## src/rtl/countrate_pkg.sv

```systemverilog
// shared widths, vector typedefs, default parameter values and tracker state enum
`default_nettype none

package countrate_pkg;

    // timestamp width, also used for window bounds and window size
    localparam int TAG_WIDTH = 64;

    // channel number field carried with every tag
    localparam int CHANNEL_WIDTH = 6;

    // width of one per-channel counter and of its snapshot
    localparam int COUNTER_WIDTH = 32;

    // tags per input beat
    localparam int DEFAULT_NUM_LANES = 4;

    // counted channels, anything above acts as keep-alive
    localparam int DEFAULT_NUM_CHANNELS = 16;

    // one timestamp or window bound
    typedef logic [TAG_WIDTH-1:0] tag_time_t;

    // one channel number
    typedef logic [CHANNEL_WIDTH-1:0] channel_t;

    // one counter or snapshot value
    typedef logic [COUNTER_WIDTH-1:0] count_t;

    // measurement control states
    // IDLE waits for start, ARMED waits for the opening beat
    typedef enum logic [1:0] {
        IDLE,
        ARMED,
        MEASURING
    } run_state_t;

endpackage

`default_nettype wire

```

## src/rtl/window_if.sv

```systemverilog
// window_if interface with window bounds and advance/ready control, tracker and decoder modports
`timescale 1ns/10ps
`default_nettype none

interface window_if #(
    parameter int NUM_LANES = countrate_pkg::DEFAULT_NUM_LANES
);

    // end of the current window, exclusive
    countrate_pkg::tag_time_t window_end;
    // end of the window after it, exclusive
    countrate_pkg::tag_time_t next_end;
    // bounds are valid and tags get classified
    logic measuring;

    // lanes holding a valid tag at or past window_end
    logic [NUM_LANES-1:0] lane_ahead;
    // any such lane closes the current window this cycle
    logic advance;
    // low while a tag sits two or more windows ahead
    logic tag_ready;

    assign advance = |lane_ahead;

    modport tracker (
        output window_end,
        output next_end,
        output measuring,
        input  advance,
        input  tag_ready
    );

    modport decoder (
        input  window_end,
        input  next_end,
        input  measuring,
        input  advance,
        output lane_ahead,
        output tag_ready
    );

endinterface

`default_nettype wire

```

## src/rtl/channel_counter_bank.sv

```systemverilog
// channel_counter_bank module, partial sums, per-channel counters and window snapshot
`timescale 1ns/10ps
`default_nettype none

module channel_counter_bank #(
    parameter int NUM_LANES    = countrate_pkg::DEFAULT_NUM_LANES,
    parameter int NUM_CHANNELS = countrate_pkg::DEFAULT_NUM_CHANNELS
) (
    input  wire logic                                clk,
    input  wire logic                                rst_n_i,
    input  wire logic                                clear_i,
    input  wire logic [NUM_CHANNELS-1:0][NUM_LANES-1:0] cur_hits_i,
    input  wire logic [NUM_CHANNELS-1:0][NUM_LANES-1:0] next_hits_i,
    input  wire logic                                close_i,
    output countrate_pkg::count_t [NUM_CHANNELS-1:0] count_data_o,
    output logic                                     count_valid_o
);

    // enough bits for every lane hitting one channel
    localparam int SUM_WIDTH = $clog2(NUM_LANES + 1);

    typedef logic [SUM_WIDTH-1:0] sum_t;

    sum_t [NUM_CHANNELS-1:0] cur_sum_q;
    sum_t [NUM_CHANNELS-1:0] next_sum_q;
    logic close_q;
    countrate_pkg::count_t [NUM_CHANNELS-1:0] counter_q;
    countrate_pkg::count_t [NUM_CHANNELS-1:0] snap_q;
    logic valid_q;

    // number of lanes set in one channel mask
    function automatic sum_t popcount(input logic [NUM_LANES-1:0] mask);
        sum_t total;
        total = '0;
        for (int i = 0; i < NUM_LANES; i++) begin
            total = total + sum_t'(mask[i]);
        end
        return total;
    endfunction

    // stage 1, partial sums with close kept in step
    always_ff @(posedge clk or negedge rst_n_i) begin
        if (!rst_n_i) begin
            cur_sum_q  <= '0;
            next_sum_q <= '0;
            close_q    <= 1'b0;
        end else if (clear_i) begin
            cur_sum_q  <= '0;
            next_sum_q <= '0;
            close_q    <= 1'b0;
        end else begin
            for (int c = 0; c < NUM_CHANNELS; c++) begin
                cur_sum_q[c]  <= popcount(cur_hits_i[c]);
                next_sum_q[c] <= popcount(next_hits_i[c]);
            end
            close_q <= close_i;
        end
    end

    // stage 2, accumulate, on close restart from the next-window sum
    always_ff @(posedge clk or negedge rst_n_i) begin
        if (!rst_n_i) begin
            counter_q <= '0;
            valid_q   <= 1'b0;
        end else if (clear_i) begin
            counter_q <= '0;
            valid_q   <= 1'b0;
        end else begin
            for (int c = 0; c < NUM_CHANNELS; c++) begin
                if (close_q) begin
                    counter_q[c] <= countrate_pkg::count_t'(next_sum_q[c]);
                end else begin
                    counter_q[c] <= counter_q[c] + countrate_pkg::count_t'(cur_sum_q[c]);
                end
            end
            valid_q <= close_q;
        end
    end

    // closing window total includes the tags of the closing beat
    always_ff @(posedge clk) begin
        if (close_q) begin
            for (int c = 0; c < NUM_CHANNELS; c++) begin
                snap_q[c] <= counter_q[c] + countrate_pkg::count_t'(cur_sum_q[c]);
            end
        end
    end

    assign count_data_o  = snap_q;
    // no snapshot leaves while the measurement is being cleared
    assign count_valid_o = valid_q & ~clear_i;

endmodule

`default_nettype wire

```

## src/rtl/countrate_top.sv

```systemverilog
// countrate_top module, plain-port top level wiring tracker, decoder and counter bank
`timescale 1ns/10ps
`default_nettype none

module countrate_top #(
    parameter int NUM_LANES    = countrate_pkg::DEFAULT_NUM_LANES,
    parameter int NUM_CHANNELS = countrate_pkg::DEFAULT_NUM_CHANNELS
) (
    input  wire logic                                clk,
    input  wire logic                                rst_n_i,
    input  wire logic [NUM_LANES-1:0]                tag_valid_i,
    input  countrate_pkg::tag_time_t [NUM_LANES-1:0] tag_time_i,
    input  countrate_pkg::channel_t [NUM_LANES-1:0]  tag_channel_i,
    output logic                                     tag_ready_o,
    input  countrate_pkg::tag_time_t                 window_size_i,
    input  wire logic                                start_i,
    input  wire logic                                clear_i,
    output countrate_pkg::count_t [NUM_CHANNELS-1:0] count_data_o,
    output logic                                     count_valid_o
);

    // decoder to counter bank, one lane mask per channel
    logic [NUM_CHANNELS-1:0][NUM_LANES-1:0] cur_hits;
    logic [NUM_CHANNELS-1:0][NUM_LANES-1:0] next_hits;
    logic close;

    // bounds and advance/ready between tracker and decoder
    window_if #(.NUM_LANES(NUM_LANES)) u_win ();

    window_tracker #(
        .NUM_LANES    (NUM_LANES)
    ) u_tracker (
        .clk          (clk),
        .rst_n_i      (rst_n_i),
        .tag_valid_i  (tag_valid_i),
        .tag_time_i   (tag_time_i),
        .window_size_i(window_size_i),
        .start_i      (start_i),
        .clear_i      (clear_i),
        .win          (u_win.tracker)
    );

    tag_window_decode #(
        .NUM_LANES    (NUM_LANES),
        .NUM_CHANNELS (NUM_CHANNELS)
    ) u_decode (
        .clk          (clk),
        .rst_n_i      (rst_n_i),
        .tag_valid_i  (tag_valid_i),
        .tag_time_i   (tag_time_i),
        .tag_channel_i(tag_channel_i),
        .clear_i      (clear_i),
        .win          (u_win.decoder),
        .cur_hits_o   (cur_hits),
        .next_hits_o  (next_hits),
        .close_o      (close)
    );

    channel_counter_bank #(
        .NUM_LANES    (NUM_LANES),
        .NUM_CHANNELS (NUM_CHANNELS)
    ) u_bank (
        .clk          (clk),
        .rst_n_i      (rst_n_i),
        .clear_i      (clear_i),
        .cur_hits_i   (cur_hits),
        .next_hits_i  (next_hits),
        .close_i      (close),
        .count_data_o (count_data_o),
        .count_valid_o(count_valid_o)
    );

    assign tag_ready_o = u_win.tag_ready;

endmodule

`default_nettype wire

```

## src/rtl/tag_window_decode.sv

```systemverilog
// tag_window_decode module, lane classification against window bounds and hit mask registers
`timescale 1ns/10ps
`default_nettype none

module tag_window_decode #(
    parameter int NUM_LANES    = countrate_pkg::DEFAULT_NUM_LANES,
    parameter int NUM_CHANNELS = countrate_pkg::DEFAULT_NUM_CHANNELS
) (
    input  wire logic                                  clk,
    input  wire logic                                  rst_n_i,
    input  wire logic [NUM_LANES-1:0]                  tag_valid_i,
    input  countrate_pkg::tag_time_t [NUM_LANES-1:0]   tag_time_i,
    input  countrate_pkg::channel_t [NUM_LANES-1:0]    tag_channel_i,
    input  wire logic                                  clear_i,
    window_if.decoder                                  win,
    output logic [NUM_CHANNELS-1:0][NUM_LANES-1:0]     cur_hits_o,
    output logic [NUM_CHANNELS-1:0][NUM_LANES-1:0]     next_hits_o,
    output logic                                       close_o
);

    localparam int SIGN_BIT = countrate_pkg::TAG_WIDTH - 1;

    // differences to both bounds, wrap safe
    countrate_pkg::tag_time_t [NUM_LANES-1:0] diff_cur;
    countrate_pkg::tag_time_t [NUM_LANES-1:0] diff_next;
    logic [NUM_LANES-1:0] past_cur;
    logic [NUM_LANES-1:0] past_next;
    logic [NUM_LANES-1:0] active_mask;
    logic [NUM_LANES-1:0] late;
    logic [NUM_LANES-1:0] lane_cur;
    logic [NUM_LANES-1:0] lane_next;
    logic [NUM_LANES-1:0] done_q;
    logic [NUM_LANES-1:0] done_n;
    logic active;
    logic accept;
    logic [NUM_CHANNELS-1:0][NUM_LANES-1:0] cur_hits_n;
    logic [NUM_CHANNELS-1:0][NUM_LANES-1:0] next_hits_n;

    // clear wins over a running measurement in the same cycle
    assign active      = win.measuring & ~clear_i;
    assign active_mask = tag_valid_i & {NUM_LANES{active}};

    // sign bit clear means the tag is at or past that bound
    always_comb begin
        for (int i = 0; i < NUM_LANES; i++) begin
            diff_cur[i]  = tag_time_i[i] - win.window_end;
            diff_next[i] = tag_time_i[i] - win.next_end;
            past_cur[i]  = ~diff_cur[i][SIGN_BIT];
            past_next[i] = ~diff_next[i][SIGN_BIT];
        end
    end

    // a tag beyond the next window holds the beat
    assign late          = active_mask & past_next;
    assign win.tag_ready = ~|late;

    // any tag past the current window moves the bounds, keep-alives included
    assign win.lane_ahead = active_mask & past_cur;

    assign accept = |tag_valid_i & win.tag_ready;

    // lanes still owed a count for this beat
    // a held beat is seen several times, done_q stops a second count
    assign lane_cur  = active_mask & ~done_q & ~past_cur;
    assign lane_next = active_mask & ~done_q & past_cur & ~past_next;

    // accepted beat frees the lanes for the following beat
    assign done_n = accept ? '0 : (done_q | lane_cur | lane_next);

    // one-hot per channel, out-of-range channels match no row
    always_comb begin
        cur_hits_n  = '0;
        next_hits_n = '0;
        for (int i = 0; i < NUM_LANES; i++) begin
            for (int c = 0; c < NUM_CHANNELS; c++) begin
                if (tag_channel_i[i] == countrate_pkg::channel_t'(c)) begin
                    cur_hits_n[c][i]  = lane_cur[i];
                    next_hits_n[c][i] = lane_next[i];
                end
            end
        end
    end

    // hit masks and close leave one cycle after the beat
    always_ff @(posedge clk or negedge rst_n_i) begin
        if (!rst_n_i) begin
            cur_hits_o  <= '0;
            next_hits_o <= '0;
            close_o     <= 1'b0;
            done_q      <= '0;
        end else if (clear_i) begin
            cur_hits_o  <= '0;
            next_hits_o <= '0;
            close_o     <= 1'b0;
            done_q      <= '0;
        end else begin
            cur_hits_o  <= cur_hits_n;
            next_hits_o <= next_hits_n;
            close_o     <= win.advance;
            done_q      <= done_n;
        end
    end

endmodule

`default_nettype wire

```

## src/rtl/window_tracker.sv

```systemverilog
// window_tracker module, start/clear FSM and current and next window end registers
`timescale 1ns/10ps
`default_nettype none

module window_tracker #(
    parameter int NUM_LANES = countrate_pkg::DEFAULT_NUM_LANES
) (
    input  wire logic                                clk,
    input  wire logic                                rst_n_i,
    input  wire logic [NUM_LANES-1:0]                tag_valid_i,
    input  countrate_pkg::tag_time_t [NUM_LANES-1:0] tag_time_i,
    input  countrate_pkg::tag_time_t                 window_size_i,
    input  wire logic                                start_i,
    input  wire logic                                clear_i,
    window_if.tracker                                win
);

    countrate_pkg::run_state_t state_q;
    countrate_pkg::tag_time_t  open_time;
    countrate_pkg::tag_time_t  window_end_q;
    countrate_pkg::tag_time_t  next_end_q;
    logic open_beat;
    logic shift;

    // lowest-index valid lane, scanned downwards so lane 0 wins
    always_comb begin
        open_time = tag_time_i[0];
        for (int i = NUM_LANES - 1; i >= 0; i--) begin
            if (tag_valid_i[i]) begin
                open_time = tag_time_i[i];
            end
        end
    end

    // first accepted beat after start opens window 0
    assign open_beat = (state_q == countrate_pkg::ARMED) & |tag_valid_i
                       & win.tag_ready & ~clear_i;
    assign shift     = (state_q == countrate_pkg::MEASURING) & win.advance & ~clear_i;

    always_ff @(posedge clk or negedge rst_n_i) begin
        if (!rst_n_i) begin
            state_q <= countrate_pkg::IDLE;
        end else if (clear_i) begin
            state_q <= countrate_pkg::IDLE;
        end else begin
            case (state_q)
                countrate_pkg::IDLE: begin
                    if (start_i) begin
                        state_q <= countrate_pkg::ARMED;
                    end
                end
                countrate_pkg::ARMED: begin
                    if (open_beat) begin
                        state_q <= countrate_pkg::MEASURING;
                    end
                end
                countrate_pkg::MEASURING: begin
                    state_q <= countrate_pkg::MEASURING;
                end
                default: begin
                    state_q <= countrate_pkg::IDLE;
                end
            endcase
        end
    end

    // size is sampled at every update, so a new size reaches the far bound first
    always_ff @(posedge clk) begin
        if (open_beat) begin
            window_end_q <= open_time + window_size_i;
            next_end_q   <= open_time + (window_size_i << 1);
        end else if (shift) begin
            window_end_q <= next_end_q;
            next_end_q   <= next_end_q + window_size_i;
        end
    end

    assign win.window_end = window_end_q;
    assign win.next_end   = next_end_q;
    assign win.measuring  = (state_q == countrate_pkg::MEASURING);

endmodule

`default_nettype wire

```

## config.mk

```make
export PLATFORM = sky130hd
export DESIGN_NAME = countrate_top
export DESIGN_NICKNAME = d
export VERILOG_FILES = /design/src/rtl/countrate_pkg.sv /design/src/rtl/window_if.sv /design/src/rtl/channel_counter_bank.sv /design/src/rtl/countrate_top.sv /design/src/rtl/tag_window_decode.sv /design/src/rtl/window_tracker.sv
export SDC_FILE = /design/constraint.sdc
export NUM_CORES = 2
export LEC_CHECK = 0
export BUFFER_PORTS_ARGS = -buffer_cell sky130_fd_sc_hd__buf_2
export CELL_PAD_IN_SITES_DETAIL_PLACEMENT = 1
export CELL_PAD_IN_SITES_GLOBAL_PLACEMENT = 2
export CORE_ASPECT_RATIO = 1.4
export CORE_MARGIN = 2
export CORE_UTILIZATION = 39
export DETAILED_ROUTE_END_ITERATION = 8
export PLACE_DENSITY = 0.8
export SLEW_MARGIN = 10
export SYNTH_ARGS = -nofsm -noshare
export SYNTH_HDL_FRONTEND = slang
export SYNTH_HIERARCHICAL = 1
export SYNTH_SLANG_ARGS = --single-unit
```

## constraint.sdc

```tcl
create_clock -name clk -period 15.15 [get_ports clk]
set_input_delay 1.515 -clock clk [delete_from_list [all_inputs] [get_ports clk]]
set_output_delay 1.515 -clock clk [all_outputs]
set_load 0.1 [all_outputs]
```

# --- Yosys cells after proc, flatten, opt, wreduce, memory -nomap -nowiden ---
# Index checks and enable logic that the tools add are counted.
op_classes:
  bitwise_logic: 29
  reduce_logical: 11
  n_eq_ne: 64
  n_addsub: 123
  muxes: 166
ops:
  columns: ["cell", "count"]
  rows:
  - ["two-way mux 64 bit", 10]
  - ["adder 32 x 3 -> 32 bit", 16]
  - ["two-way mux 32 bit", 16]
  - ["two-way mux 512 bit", 1]
  - ["subtractor 64 bit", 8]
  - ["adder 3 x 1 -> 3 bit", 64]
  - ["adder 64 bit", 3]
  - ["== test 6 x 4 -> 1 bit, second input constant", 32]
  - ["two-way mux 1 bit", 131]
  - ["== test 6 x 3 -> 1 bit, second input constant", 16]
  - ["two-way mux 48 bit", 2]
  - ["adder 1 x 1 -> 2 bit", 32]
  - ["== test 6 x 2 -> 1 bit, second input constant", 8]
  - ["AND 4 bit", 7]
  - ["== test 6 x 1 -> 1 bit, second input constant", 4]
  - ["zero test 6 bit", 4]
  - ["inverter 4 bit", 3]
  - ["OR reduction 4 bit", 3]
  - ["inverter 1 bit", 9]
  - ["AND 1 bit", 8]
  - ["two-way mux 4 bit", 2]
  - ["OR 4 bit", 2]
  - ["two-way mux 2 bit", 3]
  - ["one-hot mux 2 bit (3 select lines)", 1]
  - ["8 further kinds", 8]
totals:
  out_inout_bits: 514
  input_bits: 352
  word_cells: 496
  reg_bits: 1385

# --- Logic depth before layout (Yosys ltp) ---
depth:
  depth_word: 11
  depth_mapped: 21
  depth_no_buf: 19

# --- By module ---
# The synthesis kept the hierarchy.
by_module_without_submodules:
  columns: ["mod", "n_inst", "area_each_um2", "cells_per_inst", "seq_area_each_um2"]
  rows:
  - ["channel_counter_bank", 1, 47578.1, 3582, 30639.4]
  - ["window_tracker", 1, 18741.7, 2541, 3893.7]
  - ["tag_window_decode", 1, 15954.1, 1798, 3328.2]
  - ["countrate_top", 1, 7.5, 1, 0.0]

# --- Worst setup path after synthesis ---
# Ideal clock, no wire load.
synth_timing:
  kind: "input to register"
  startpoint: "input tag_time_i[221] (netlist bit)"
  endpoint: "register u_tracker.next_end_q[0] (netlist: u_tracker/win.next_end[0]), enable pin"
  n_path_buf: 0
  cell_stages: 11
  slack_ns: 1.209
  arrival_time_ns: 13.282
  required_ns: 14.491
  setup_time_ns: 0.659
  cell_sequence: "ha_1 nand4_1 nor3_1 a221o_1 o31a_1 a2111o_1 nor3_1 nor3_1 nor4_1 o211ai_1 a21oi_1"
synth_between:
  elab_chain_len: 8
  elab_cells_between_ends: 14
  classes_between: "2 x add/sub; 8 x bitwise; 4 x reduce/logical"
synth_lines:
  columns: ["element", "line_no", "rtl"]
  rows:
  - ["start, declared", "countrate_top.sv:12", "input countrate_pkg::tag_time_t [NUM_LANES-1:0] tag_time_i,"]
  - ["subtractor 64 bit", "tag_window_decode.sv:47", "diff_next[i] = tag_time_i[i] - win.next_end;"]
  - ["inverter 1 bit", "tag_window_decode.sv:49", "past_next[i] = ~diff_next[i][SIGN_BIT];"]
  - ["AND 4 bit", "tag_window_decode.sv:54", "assign late = active_mask & past_next;"]
  - ["OR reduction 4 bit", "tag_window_decode.sv:55", "assign win.tag_ready = ~|late;"]
  - ["zero test 1 bit", "tag_window_decode.sv:55", null]
  - ["net tag_ready_o", "countrate_top.sv:14", "output logic tag_ready_o,"]
  - ["AND 1 bit (2 in a row)", "window_tracker.sv:37", "& win.tag_ready & ~clear_i;"]
  - ["nonzero test 2 bit (no line)", null, null]
  - ["end signal, assigned", "window_tracker.sv:71", "next_end_q <= open_time + (window_size_i << 1);"]
  - ["end signal, assigned", "window_tracker.sv:74", "next_end_q <= next_end_q + window_size_i;"]
  - ["end, declared", "window_tracker.sv:21", "countrate_pkg::tag_time_t next_end_q;"]
# The timed path passes the listed nets, and every way through them passes these cells.
# A chain may end at the register's enable or synchronous reset.

# --- Worst setup path after layout ---
layout_timing:
  startpoint: "input tag_time_i[174] (netlist bit)"
  endpoint: "output tag_ready_o"
layout_between:
  elab_chain_len: 5
layout_lines:
  columns: ["element", "line_no"]
  rows:
  - ["subtractor 64 bit", "tag_window_decode.sv:47"]
  - ["inverter 1 bit", "tag_window_decode.sv:49"]
  - ["AND 4 bit", "tag_window_decode.sv:54"]
  - ["OR reduction 4 bit", "tag_window_decode.sv:55"]
  - ["zero test 1 bit", "tag_window_decode.sv:55"]
  - ["end, declared", "countrate_top.sv:14"]
# Every way passes these cells.

==> qor.yml <==
cts.hold.buffers_added: 0
status: "finished, final reports clean"
post_cts_buffers: 0
layout_commonest_cell: "buf_2"
synthCells: 7922
num_vias: 66100
final.setup_skew_ns: 0.0688
finalCritPeriodShare_pct: 49.4
finalNetCount: 9923
num_io_pins: 866
drt_first_pass_iters: 5
final_cell_mix: "buf_2 (859), ha_1 (800), dfrtp_1 (744), edfxtp_1 (640), nand2_1 (588)"
yosysSeqAreaShare_pct: 46.0
post_synth_instance_area_um2: 82300
detail_route.wirelength_um: 307000
rsz0062_at_grt: "false"
tightest_slew_ns: 1.24
final_cell_area_um2: 94500
clock_latency_ns: 0.81
setup_viol: 0
cp.required_ns: 13.64
rows: 199
startpoint_type: "primary input"
crit_family: "simple AND/OR/NAND/NOR gates"
post-route-drc-count: 0
p_per_area_nw_per_um2: 113
dp_hpwl_um: 243000
swShare_pct: 33.4
setup_tns_ns: 0
htree_levels: 4
async_flop_share_pct: 53.8
wire_per_inst_um: 26.4
grt_pass1_vias: 69700
start_util_pct: 39.2
cpPeakStageDelay_ns: 0.90
crit_buf_inv: 3
antenna_found_initial: 47
die_area_um2: 215000
hold_path.class: "reg2reg"
cts_resized: 0
max-cap-violations: 0
drive_gt1_share_pct: 13.9
drv_slew: 0
cts_num_sinks: 1385
drt-vias-per-instance: 5.66
numCtsBuffers: 150
p_switching_mw: 3.58
grt_use_total_pct: 28.1
ir_drop_v: 0.0000729
final_cell_count_no_fill: 11700
crit_slowest_cell: "nor4b_1"
post-place-cells: 11400
yosysWarnings: 6
clockBufferDepth: 4
overflow: 0
cts_tree: "yes"
crit_chain: "buf_2 -> ha_1 -> and4_1 -> nor4b_1 -> nand4_1 -> nor4_2 -> a221oi_1 -> a31oi_1 -> nor3b_1 -> nor4_2 -> buf_4 -> buf_2"
max_freq_mhz: 133
area_delta_synth_final_pct: 14.8
pwr-share-clk_pct: 34.2
place.gp.congestion: 0.964
die_x_um: 392
die_y_um: 547
synth_ff_type: "dfrtp_1"
cts_root_buffer: "clkbuf_16"
port_buffers: 865
grt_pass1_wl_um: 455000
finalHoldViolCount: 0
ant_nets: 0
cts.clk_slew.worst_paths_ns: 0.06
end_kind: "output port"
leakage_nw: 44.0
cp_max_fo: 6
internal_power_mw: 7.14
p_seq_share_pct: 39.5
yosysTopAreaCell: "edfxtp_1"
synth_edf_count: 640
slew_headroom_pct: 16.7
coreArea_um2: 210000
dpl-instance-area_um2: 89600
period_needed_ns: 7.49
synthDistinctLibCells: 111
synthesis.nets: 9125
synth.avg_cell_area_um2: 10.4
power_frac_comb_pct: 26.3
synthTopCellsByArea: "edfxtp_1 (23%), dfrtp_1 (23%), ha_1 (12%), xnor2_1 (4.3%), and2_1 (3.6%)"
synth-seq-cells: 1385
critPathKind: "in2out"
r2r_setup_slack_ns: 7.98
first_iter_violations: 4054
cp.arrival_ns: 5.98
synth_top_area_share_pct: 23.4
grt_max_degree: 155
-- state kept, by name, indices dropped and copies added, names as in the netlist --
name                      count
u_tracker/win.window_end     64
u_bank/close_q                1
u_tracker/win.next_end       64
u_decode/done_q               4
u_tracker/state_q             2
u_decode/next_hits_o         64
u_decode/close_o              1
u_decode/cur_hits_o          64
u_bank/cur_sum_q             48
u_bank/valid_q                1
u_bank/counter_q            512
u_bank/next_sum_q            48
u_bank/count_data_o         512
-- synthesized netlist by cell type, types with 34 or more instances --
master	count
or3_1	35
nor3_1	165
a21o_1	220
clkbuf_1	218
a211oi_1	40
nand2_1	588
o21ai_1	61
nand4_1	302
a21oi_1	580
dfrtp_1	745
inv_1	277
mux2i_1	90
o21ai_0	288
o21bai_1	44
fa_1	51
and3_1	94
xor2_1	238
and4_1	76
nand3_1	263
nor2b_1	144
and2_1	477
edfxtp_1	640
ha_1	800
xnor2_1	407
nor4_1	79
nor2_1	497
buf_1	34
-- worst register-to-register path: cells and delay by family (launching register included) --
family / cells / cell delay [ns]
AOI/OAI and AO/OA: 3 / 0.72
adders and majority gates: 1 / 0.35
buffers and inverters: 3 / 1.09
DFF: 1 / 0.49
and+or+nand+nor: 11 / 4.37
-- cells by family (layout without fill, tap and decap cells) --
| family | count (synthesis) | count (layout) | synth area share [%] |
|---|---|---|---|
| buffers and inverters | 558 | 1469 | 2.63 |
| AO/OA/AOI/OAI | 1531 | 1531 | 11.5 |
| AND/OR/NAND/NOR | 2861 | 2861 | 18.5 |
| XOR/XNOR | 646 | 646 | 6.89 |
| other | 0 | 15 | 0 |
| adder cells (fa/ha/maj) | 851 | 851 | 13.4 |
| multiplexers | 90 | 90 | 1.09 |
| flip-flops | 1385 | 1385 | 46.0 |
-- stage by stage --
step	util, %	power (mW)	worst slack [ns]	hold WS, ns
after floorplan	-	6.12	1.21	0.439
after global placement	42.7	7.01	6.72	0.456
after detailed placement	42.7	7.08	7.17	0.459
after CTS	45.0	10.8	7.76	0.474
after global routing	45.0	11.2	7.74	0.497
final	45.0	10.7	7.66	0.461
-- area by class of cell --
class                           count  area [um2]
Multi-Input combinational cell   5979       42300
Fill cell                       23400      115000
Clock inverter                     48         527
Antenna cell                       15        37.5
Timing Repair Buffer              927        4870
Sequential cell                  1385       37900
Tap cell                         2814        3520
Clock buffer                      217        4270
Inverter                          277        1040
-- power by group through the flow --
stage	registers, mW	clock network [mW]	logic [mW]
floorplan	4.47	0	1.66
global placement	4.30	0	2.71
detailed placement	4.30	0	2.78
CTS	4.23	3.76	2.80
global route	4.24	3.89	3.09
finish	4.23	3.67	2.82
-- per-layer routing --
| metal | share of wire [%] | routed length [um] | track usage (%) | up-vias |
|---|---|---|---|---|
| li1 | - | - | - | 30300 |
| met1 | 41 | 128000 | 35.7 | 33500 |
| met2 | 48 | 147000 | 47.4 | 1816 |
| met3 | 6.7 | 20700 | 5.69 | 442 |
| met4 | 3.8 | 11600 | 9.61 | 44 |
| met5 | 0.088 | 272 | 0 | - |
-- worst paths after layout --
check	startpoint	endpoint	depth (start not counted)
setup / recovery	tag_time_i[174]	tag_ready_o	12
hold / removal	u_bank/next_sum_q[7]	u_bank/counter_q[65]	2
setup reg to reg	u_tracker/win.next_end[46]	u_tracker/win.next_end[63]	18
hold reg to reg	u_bank/next_sum_q[7]	u_bank/counter_q[65]	2
max in group asynchronous	rst_n_i	u_bank/counter_q[159]	4
min in group asynchronous	rst_n_i	u_bank/counter_q[375]	1
Note: power is estimated with default switching activity, not from simulation.
